<file path="config.mk">
export PLATFORM = sky130hd
export DESIGN_NAME = operand_read_top
export DESIGN_NICKNAME = d
export VERILOG_FILES = /design/src/rvfwd_pkg.sv /design/src/operand_forward.sv /design/src/operand_read_top.sv /design/src/operand_stage.sv /design/src/reg_file.sv
export VERILOG_INCLUDE_DIRS = /design/src /design/src/src
export SDC_FILE = /design/constraint.sdc
export NUM_CORES = 2
export LEC_CHECK = 0
export CORE_MARGIN = 3
export CORE_UTILIZATION = 45
export CTS_CLUSTER_SIZE = 40
export DETAILED_ROUTE_END_ITERATION = 12
export DONT_BUFFER_PORTS = 1
export MAX_ROUTING_LAYER = met4
export PLACE_DENSITY = 0.71
export RECOVER_POWER = 50
export SLEW_MARGIN = 30
export SYNTH_ARGS = -nofsm -noshare
export SYNTH_HDL_FRONTEND = slang
export SYNTH_SLANG_ARGS = --single-unit
export TNS_END_PERCENT = 5
</file>
<file path="constraint.sdc">
create_clock -name clk -period 2 [get_ports clk]
set_input_delay 0.4 -clock clk [delete_from_list [all_inputs] [get_ports clk]]
set_output_delay 0.4 -clock clk [all_outputs]
set_load 0.05 [all_outputs]
</file>
<file path="src/rvfwd_defines.svh">
`ifndef RVFWD_DEFINES_SVH
`define RVFWD_DEFINES_SVH

// register file geometry
`define REG_ADDR_WIDTH 5
`define REG_COUNT      32

// datapath widths, RV64 only
`define XLEN           64
`define HALF_XLEN      32
`define HALF_WIDTH     16
`define BYTE_WIDTH     8

// execute result extension codes
`define EXT_KIND_WIDTH 3
`define EXT_CODE_NONE  3'd0
`define EXT_CODE_SEXTW 3'd1
`define EXT_CODE_ZEXTW 3'd2
`define EXT_CODE_SEXTH 3'd3
`define EXT_CODE_SEXTB 3'd4

`endif

</file>
<file path="src/rvfwd_pkg.sv">
`default_nettype none
`include "rvfwd_defines.svh"

package rvfwd_pkg;

    typedef logic [`REG_ADDR_WIDTH-1:0] reg_addr_t;
    typedef logic [`XLEN-1:0]           xword_t;

    typedef enum logic [`EXT_KIND_WIDTH-1:0] {
        EXT_NONE  = `EXT_CODE_NONE,   // full dword
        EXT_SEXTW = `EXT_CODE_SEXTW,  // lw, addw and friends
        EXT_ZEXTW = `EXT_CODE_ZEXTW,  // lwu
        EXT_SEXTH = `EXT_CODE_SEXTH,  // lh
        EXT_SEXTB = `EXT_CODE_SEXTB   // lb
    } ext_kind_e;

    typedef struct packed {
        logic [`HALF_XLEN-1:0] hi;
        logic [`HALF_XLEN-1:0] lo;
    } word_lanes_t;

    // one result, seen whole or as two word lanes
    typedef union packed {
        xword_t      dword;
        word_lanes_t lanes;
    } xword_view_u;

    typedef struct packed {
        logic      strobe;
        reg_addr_t rs1;
        reg_addr_t rs2;
    } src_req_t;

    typedef struct packed {
        logic      valid;
        reg_addr_t rd;
        xword_t    data;
    } fwd_src_t;

    typedef struct packed {
        fwd_src_t  src;
        ext_kind_e ext;
    } ex_fwd_t;

    typedef struct packed {
        logic   valid;
        xword_t op1;
        xword_t op2;
    } operand_pair_t;

endpackage

`default_nettype wire

</file>
<file path="src/operand_forward.sv">
`timescale 1ns/1ps
`default_nettype none
`include "rvfwd_defines.svh"

module operand_forward (
    input  wire rvfwd_pkg::src_req_t req,
    input  wire rvfwd_pkg::ex_fwd_t  ex_fwd,
    input  wire rvfwd_pkg::fwd_src_t mem_fwd,
    input  wire rvfwd_pkg::fwd_src_t wb_fwd,
    input  wire rvfwd_pkg::xword_t   rf_rs1,
    input  wire rvfwd_pkg::xword_t   rf_rs2,
    output rvfwd_pkg::operand_pair_t fwd_ops
);

    import rvfwd_pkg::*;

    xword_view_u ex_raw;
    xword_t      ex_data;

    logic rs1_zero;
    logic rs2_zero;
    logic rs1_ex_hit;
    logic rs1_mem_hit;
    logic rs1_wb_hit;
    logic rs2_ex_hit;
    logic rs2_mem_hit;
    logic rs2_wb_hit;

    xword_t op1;
    xword_t op2;

    // a pending write hits when it is valid and targets the source
    function automatic logic stage_hit(
        input fwd_src_t  stage,
        input reg_addr_t rs
    );
        return stage.valid && (stage.rd == rs);
    endfunction

    assign ex_raw.dword = ex_fwd.src.data;

    // size extension of the execute result, done once for both operands
    always_comb begin
        unique case (ex_fwd.ext)
            EXT_NONE: begin
                ex_data = {ex_raw.lanes.hi, ex_raw.lanes.lo};
            end
            EXT_SEXTW: begin
                ex_data = {{(`XLEN-`HALF_XLEN){ex_raw.lanes.lo[`HALF_XLEN-1]}},
                           ex_raw.lanes.lo};
            end
            EXT_ZEXTW: begin
                ex_data = {{(`XLEN-`HALF_XLEN){1'b0}}, ex_raw.lanes.lo};
            end
            EXT_SEXTH: begin
                ex_data = {{(`XLEN-`HALF_WIDTH){ex_raw.lanes.lo[`HALF_WIDTH-1]}},
                           ex_raw.lanes.lo[`HALF_WIDTH-1:0]};
            end
            EXT_SEXTB: begin
                ex_data = {{(`XLEN-`BYTE_WIDTH){ex_raw.lanes.lo[`BYTE_WIDTH-1]}},
                           ex_raw.lanes.lo[`BYTE_WIDTH-1:0]};
            end
            default: begin
                ex_data = ex_raw.dword;  // unknown code, pass through
            end
        endcase
    end

    assign rs1_zero    = (req.rs1 == '0);
    assign rs2_zero    = (req.rs2 == '0);

    assign rs1_ex_hit  = stage_hit(ex_fwd.src, req.rs1);
    assign rs1_mem_hit = stage_hit(mem_fwd, req.rs1);
    assign rs1_wb_hit  = stage_hit(wb_fwd, req.rs1);

    assign rs2_ex_hit  = stage_hit(ex_fwd.src, req.rs2);
    assign rs2_mem_hit = stage_hit(mem_fwd, req.rs2);
    assign rs2_wb_hit  = stage_hit(wb_fwd, req.rs2);

    // youngest producer wins
    always_comb begin
        if (rs1_zero) begin
            op1 = '0;  // x0 never forwarded
        end else if (rs1_ex_hit) begin
            op1 = ex_data;
        end else if (rs1_mem_hit) begin
            op1 = mem_fwd.data;
        end else if (rs1_wb_hit) begin
            op1 = wb_fwd.data;  // rf write not landed yet
        end else begin
            op1 = rf_rs1;
        end
    end

    always_comb begin
        if (rs2_zero) begin
            op2 = '0;
        end else if (rs2_ex_hit) begin
            op2 = ex_data;
        end else if (rs2_mem_hit) begin
            op2 = mem_fwd.data;
        end else if (rs2_wb_hit) begin
            op2 = wb_fwd.data;
        end else begin
            op2 = rf_rs2;
        end
    end

    assign fwd_ops.valid = req.strobe;
    assign fwd_ops.op1   = op1;
    assign fwd_ops.op2   = op2;

endmodule

`default_nettype wire

</file>
<file path="src/operand_read_top.sv">
`timescale 1ns/1ps
`default_nettype none

module operand_read_top (
    input  wire                      clk,
    input  wire                      rst_n,
    input  wire rvfwd_pkg::src_req_t req,
    input  wire rvfwd_pkg::ex_fwd_t  ex_fwd,
    input  wire rvfwd_pkg::fwd_src_t mem_fwd,
    input  wire rvfwd_pkg::fwd_src_t wb_fwd,
    output rvfwd_pkg::operand_pair_t operands
);

    import rvfwd_pkg::*;

    xword_t        rf_rs1;
    xword_t        rf_rs2;
    operand_pair_t fwd_ops;

    reg_file reg_file_i (
        .clk    (clk),
        .rst_n  (rst_n),
        .rs1    (req.rs1),
        .rs2    (req.rs2),
        .wb_fwd (wb_fwd),
        .rf_rs1 (rf_rs1),
        .rf_rs2 (rf_rs2)
    );

    operand_forward operand_forward_i (
        .req     (req),
        .ex_fwd  (ex_fwd),
        .mem_fwd (mem_fwd),
        .wb_fwd  (wb_fwd),
        .rf_rs1  (rf_rs1),
        .rf_rs2  (rf_rs2),
        .fwd_ops (fwd_ops)
    );

    operand_stage operand_stage_i (
        .clk      (clk),
        .rst_n    (rst_n),
        .fwd_ops  (fwd_ops),
        .operands (operands)
    );

endmodule

`default_nettype wire

</file>
<file path="src/operand_stage.sv">
`timescale 1ns/1ps
`default_nettype none

module operand_stage (
    input  wire                      clk,
    input  wire                      rst_n,
    input  wire rvfwd_pkg::operand_pair_t fwd_ops,
    output rvfwd_pkg::operand_pair_t operands
);

    import rvfwd_pkg::*;

    logic   valid_q;
    xword_t op1_q;
    xword_t op2_q;

    // valid follows the strobe every cycle
    always_ff @(posedge clk or negedge rst_n) begin
        if (!rst_n) begin
            valid_q <= 1'b0;
        end else begin
            valid_q <= fwd_ops.valid;
        end
    end

    // data only moves on a request, holds otherwise
    always_ff @(posedge clk or negedge rst_n) begin
        if (!rst_n) begin
            op1_q <= '0;
            op2_q <= '0;
        end else if (fwd_ops.valid) begin
            op1_q <= fwd_ops.op1;
            op2_q <= fwd_ops.op2;
        end
    end

    assign operands.valid = valid_q;
    assign operands.op1   = op1_q;
    assign operands.op2   = op2_q;

endmodule

`default_nettype wire

</file>
<file path="src/reg_file.sv">
`timescale 1ns/1ps
`default_nettype none
`include "rvfwd_defines.svh"

module reg_file (
    input  wire                  clk,
    input  wire                  rst_n,
    input  wire rvfwd_pkg::reg_addr_t rs1,
    input  wire rvfwd_pkg::reg_addr_t rs2,
    input  wire rvfwd_pkg::fwd_src_t  wb_fwd,
    output rvfwd_pkg::xword_t    rf_rs1,
    output rvfwd_pkg::xword_t    rf_rs2
);

    import rvfwd_pkg::*;

    xword_t regs [`REG_COUNT];
    logic   wr_en;

    // x0 is hardwired, so drop writes to it
    assign wr_en = wb_fwd.valid && (wb_fwd.rd != '0);

    always_ff @(posedge clk or negedge rst_n) begin
        if (!rst_n) begin
            for (int i = 0; i < `REG_COUNT; i++) begin
                regs[i] <= '0;
            end
        end else if (wr_en) begin
            regs[wb_fwd.rd] <= wb_fwd.data;
        end
    end

    // combinational read, new data visible the cycle after the write edge
    assign rf_rs1 = regs[rs1];
    assign rf_rs2 = regs[rs2];

endmodule

`default_nettype wire

</file>
==> parameters.txt <==
Parameter                              Value

Floorplan
  I/O Pins ... 355
  Starting density of the core ... 45.3%
  Total Die Area ... 270000 µm²
  Core Footprint ... 263000 µm²
  Vertical extent of the die ... 520 µm
  Rows ... 188
  Width of the chip ... 520 µm

Clocking
  Inserted Clock Buffers ... 224
  Buffer cell driving the clock tree root ... clkbuf_16
  Largest buffer count on any clock path ... 3
  Deepest level of the CTS H-tree ... 4
  CTS clock-pin slew for the worst setup and hold paths ... 0.07 ns
  TritonCTS clock tree ... done
  # clock sinks ... 2177
  Skew-Pair Late Insertion Delay ... 0.92 ns

Synth
  Post-synthesis area per instance ... 12.5 µm²
  Number of synthesized register bits ... 2177
  Post-synthesis cell type count ... 62
  Most used DFF post-synth ... dfrtp_1
  Cell count after synthesis ... 9482
  Synth warn ... 0
  Number of enable flip-flop cells after synthesis ... 0
  Netlist area before placement ... 119000 µm²
  Fraction of registers with async set/reset ... 100%
  Sequential-to-total area share from yosys stat ... 45.8%
  Net Count, Synth ... 9708

Setup path
  Cell type of the slowest stage on the worst timing path ... mux4_2
  Crit start category ... flip-flop
  Data arrival time of the critical path ... 2.96 ns
  Cell-by-cell trace of the critical path ... mux4_2 > and3_4 > a31oi_1 > buf_4 > o2111ai_4 > a2111o_1 > a22o_1
  Worst Path Max Fanout ... 2
  Required time at the endpoint of the critical path ... 2.78 ns
  CP Buf/Inv Count ... 1
  Kind of cell adding the most delay to the critical path ... compound AO/OA/AOI/OAI gates
  Longest individual stage delay on the worst path ... 0.50 ns
  Start-to-end type of the worst setup path ... reg2reg
  Type of element capturing the critical path ... flip-flop

Drt
  Violation count after the first detailed-routing iteration ... 11200
  Via Count ... 91700
  Final Routed Wirelength ... 452000 µm
  Via density ... 6.75
  Detailed-route wire length per cell ... 33.3 µm
  First-pass detailed-route iteration total ... 8
  Remaining antenna violation count ... 0
  DRC violations left ... 0

Pwr
  P_sw ... 39.5 mW
  Leakage ... 63.2 nW
  Total power density per cell area ... 942 nW/µm²
  Seq pwr share ... 45.0%
  Net switching share of the total power ... 29.7%
  Total chip power ... 133 mW
  Comb pwr share ... 22.0%
  Internal power ... 93.6 mW
  Peak supply drop ... 0.875 mV
  Fraction of power consumed by the clock network ... 33.0%

Global routing
  Maximum number of pins on one net before global-route repair ... 852
  Gr usage total ... 32.2%
  Via count of the first global-routing pass ... 91500
  Wire length of the first global-routing pass ... 632000 µm
  Met1 capacity usage during global routing ... 39.0%
  Initial antenna violation count ... 39
  Met3 usage ... 7.77%
  GR Overflow Total ... 0
  GRT busiest layer ... met2
  Met2 GRT Util ... 47.0%

Hold path
  Worst hold-check path type ... in2reg

Place
  Placed cell count ... 12700
  DP HPWL ... 267000 µm
  Routability congestion estimate from global placement ... 0.928
  Port buffer count ... 0

STA
  Number of pins with negative max-slew slack in the final report ... 361
  PnR worst setup slack ... -0.180 ns
  RSZ-0062 raised after global routing ... yes
  Final Critical Period ... 2.18 ns
  Maximum clock rate ... 459 MHz
  Number of hold-slack violations in the final timing report ... 0
  Slew headroom ... -29.6%
  Hold WS ... 0.0688 ns
  Transition time of the tightest slew-check pin ... 1.94 ns
  Number of setup violations in the final report ... 107
  Fin Clk Skew ... 0.0532 ns
  Final period util ... 109%

Run status
  Violations in the final reports ... capacitance limit, slew limit, setup timing
  Status ... finished with violations

Finish
  Post-route core utilization ... 53.8%
  Number of filler instances in the final layout ... 21200
  Number of nets at the end of the flow ... 10100
  Layout area overhead ... 18.9%
  Post-route non-filler standard cell count ... 13600
  Fraction of layout cells with a size suffix above 1 ... 40.9%

Flow run
  Max-capacitance violation count ... 8
-- metal layers --
| metal | share of wire (%) | wire (µm) | up-vias |
|---|---|---|---|
| met5 | 0 | 0 | - |
| met1 | 36 | 165000 | 47500 |
| met4 | 9.1 | 41300 | 0 |
| li1 | - | - | 36400 |
| met3 | 11 | 47600 | 1752 |
| met2 | 44 | 198000 | 6046 |
-- per-stage QoR --
| step | setup WS [ns] | instance area [µm²] | setup TNS [ns] |
|---|---|---|---|
| after floorplan | -0.120 | 119000 | -75.55 |
| after global placement | -2.59 | 129000 | -2885.70 |
| after detailed placement | -2.22 | 129000 | -1647.79 |
| after CTS | -0.176 | 141000 | -3.46 |
| after global routing | -0.206 | 141000 | -18.50 |
| final | -0.180 | 141000 | -5.43 |
-- registers in the layout, indices dropped and copies added (netlist names) --
signal and count:
reg_file_i.regs 2048, operand_stage_i.op1_q 64, operand_stage_i.valid_q 1, operand_stage_i.op2_q 64
-- logic make-up after synthesis --
group,after synthesis,share of synthesized area (%)
buffers and inverters,1036,3.72
multiplexers,3817,38.2
AND/OR/NAND/NOR,1180,4.77
XOR/XNOR,31,0.228
flip-flops,2177,45.8
AO/OA/AOI/OAI,1241,7.24
-- synthesized netlist by cell type (165+ instances only) --
master | instances | area share [%]
o22ai_1 | 227 | 1.2
a22o_1 | 165 | 1.2
nor3_1 | 173 | 0.73
nand2_1 | 255 | 0.81
nor2_1 | 281 | 0.89
mux4_2 | 356 | 6.7
dfrtp_1 | 2177 | 46
clkbuf_1 | 672 | 2.1
mux2i_1 | 1242 | 10
buf_2 | 269 | 1.1
a21oi_1 | 195 | 0.82
mux2_2 | 2219 | 21
-- final timing paths --
path | slack [ns] | endpoint | depth (start not counted) | from
max reg2reg | -0.18 | operand_stage_i.op2_q[7] | 7 | reg_file_i.regs[519]
min | 0.07 | reg_file_i.regs[1023] | 3 | wb_fwd[68]
min reg2reg | 0.40 | reg_file_i.regs[2036] | 0 | reg_file_i.regs[2036]
max in group asynchronous | 0.09 | reg_file_i.regs[264] | 10 | rst_n
min in group asynchronous | 0.14 | reg_file_i.regs[1888] | 6 | rst_n
max | -0.18 | operand_stage_i.op2_q[7] | 7 | reg_file_i.regs[519]
-- cell usage in the layout (no fill, tap or decap), drive strengths merged, types with 6 or more instances in the layout --
| master | Yosys | routed |
|---|---|---|
| nor3 | 173 | 173 |
| nor2 | 286 | 286 |
| o211ai | 19 | 19 |
| clkinvlp | 0 | 6 |
| nor4 | 59 | 59 |
| a211oi | 66 | 66 |
| nor2b | 139 | 139 |
| dlygate4sd3 | 0 | 211 |
| o22ai | 227 | 227 |
| mux4 | 356 | 356 |
| clkbuf | 672 | 445 |
| a22o | 165 | 165 |
| nand2 | 255 | 255 |
| a22oi | 161 | 161 |
| mux2 | 2219 | 2219 |
| a31o | 54 | 54 |
| diode | 0 | 42 |
| buf | 352 | 827 |
| o221ai | 69 | 69 |
| inv | 11 | 13 |
| xnor2 | 7 | 7 |
| and3 | 10 | 10 |
| nand3b | 7 | 7 |
| clkinv | 1 | 53 |
| dfrtp | 2177 | 2177 |
| a21oi | 195 | 195 |
| xor2 | 24 | 24 |
| a31oi | 68 | 68 |
| mux2i | 1242 | 1242 |
| bufinv | 0 | 15 |
| nand4 | 62 | 62 |
| o21ai | 139 | 139 |
| a221oi | 57 | 57 |
| nand3 | 158 | 158 |
-- power groups by stage --
stage               clock network, mW  registers, mW  logic [mW]
floorplan                           0           58.4        19.2
global placement                    0           59.1        24.7
detailed placement                  0           60.1        25.6
CTS                              44.1           59.4        27.5
global route                     45.9           60.6        31.1
finish                           43.9           59.9        29.3
-- layout make-up --
type	count	area [µm²]	share of cell area (%)
repair buffers	1155	13700	9.67
flip-flops and latches	2177	54500	38.6
multi-input cells	6269	60900	43.1
inverters	12	48.8	0.0345
clock buffers	335	6740	4.77
clock inverters	75	965	0.683
diodes	42	105	0.0744
well taps	3515	4400	3.11
-- worst min-delay path, delay by kind of cell --
family	cells	cell delay [ns]
and+or+nand+nor	2	0.36
muxes	1	0.16
-- what timing repair did --
item / CTS / global route
pin swaps: 2 / 20
resized for setup: 87 / 72
hold endpoints to repair: 2544 / 1
buffers inserted: 0 / 28
endpoints found under the setup margin: 1000 / 135
gates cloned: 11 / 43
hold buffers: 292 / 1
Power figures use the tool's default switching activity.
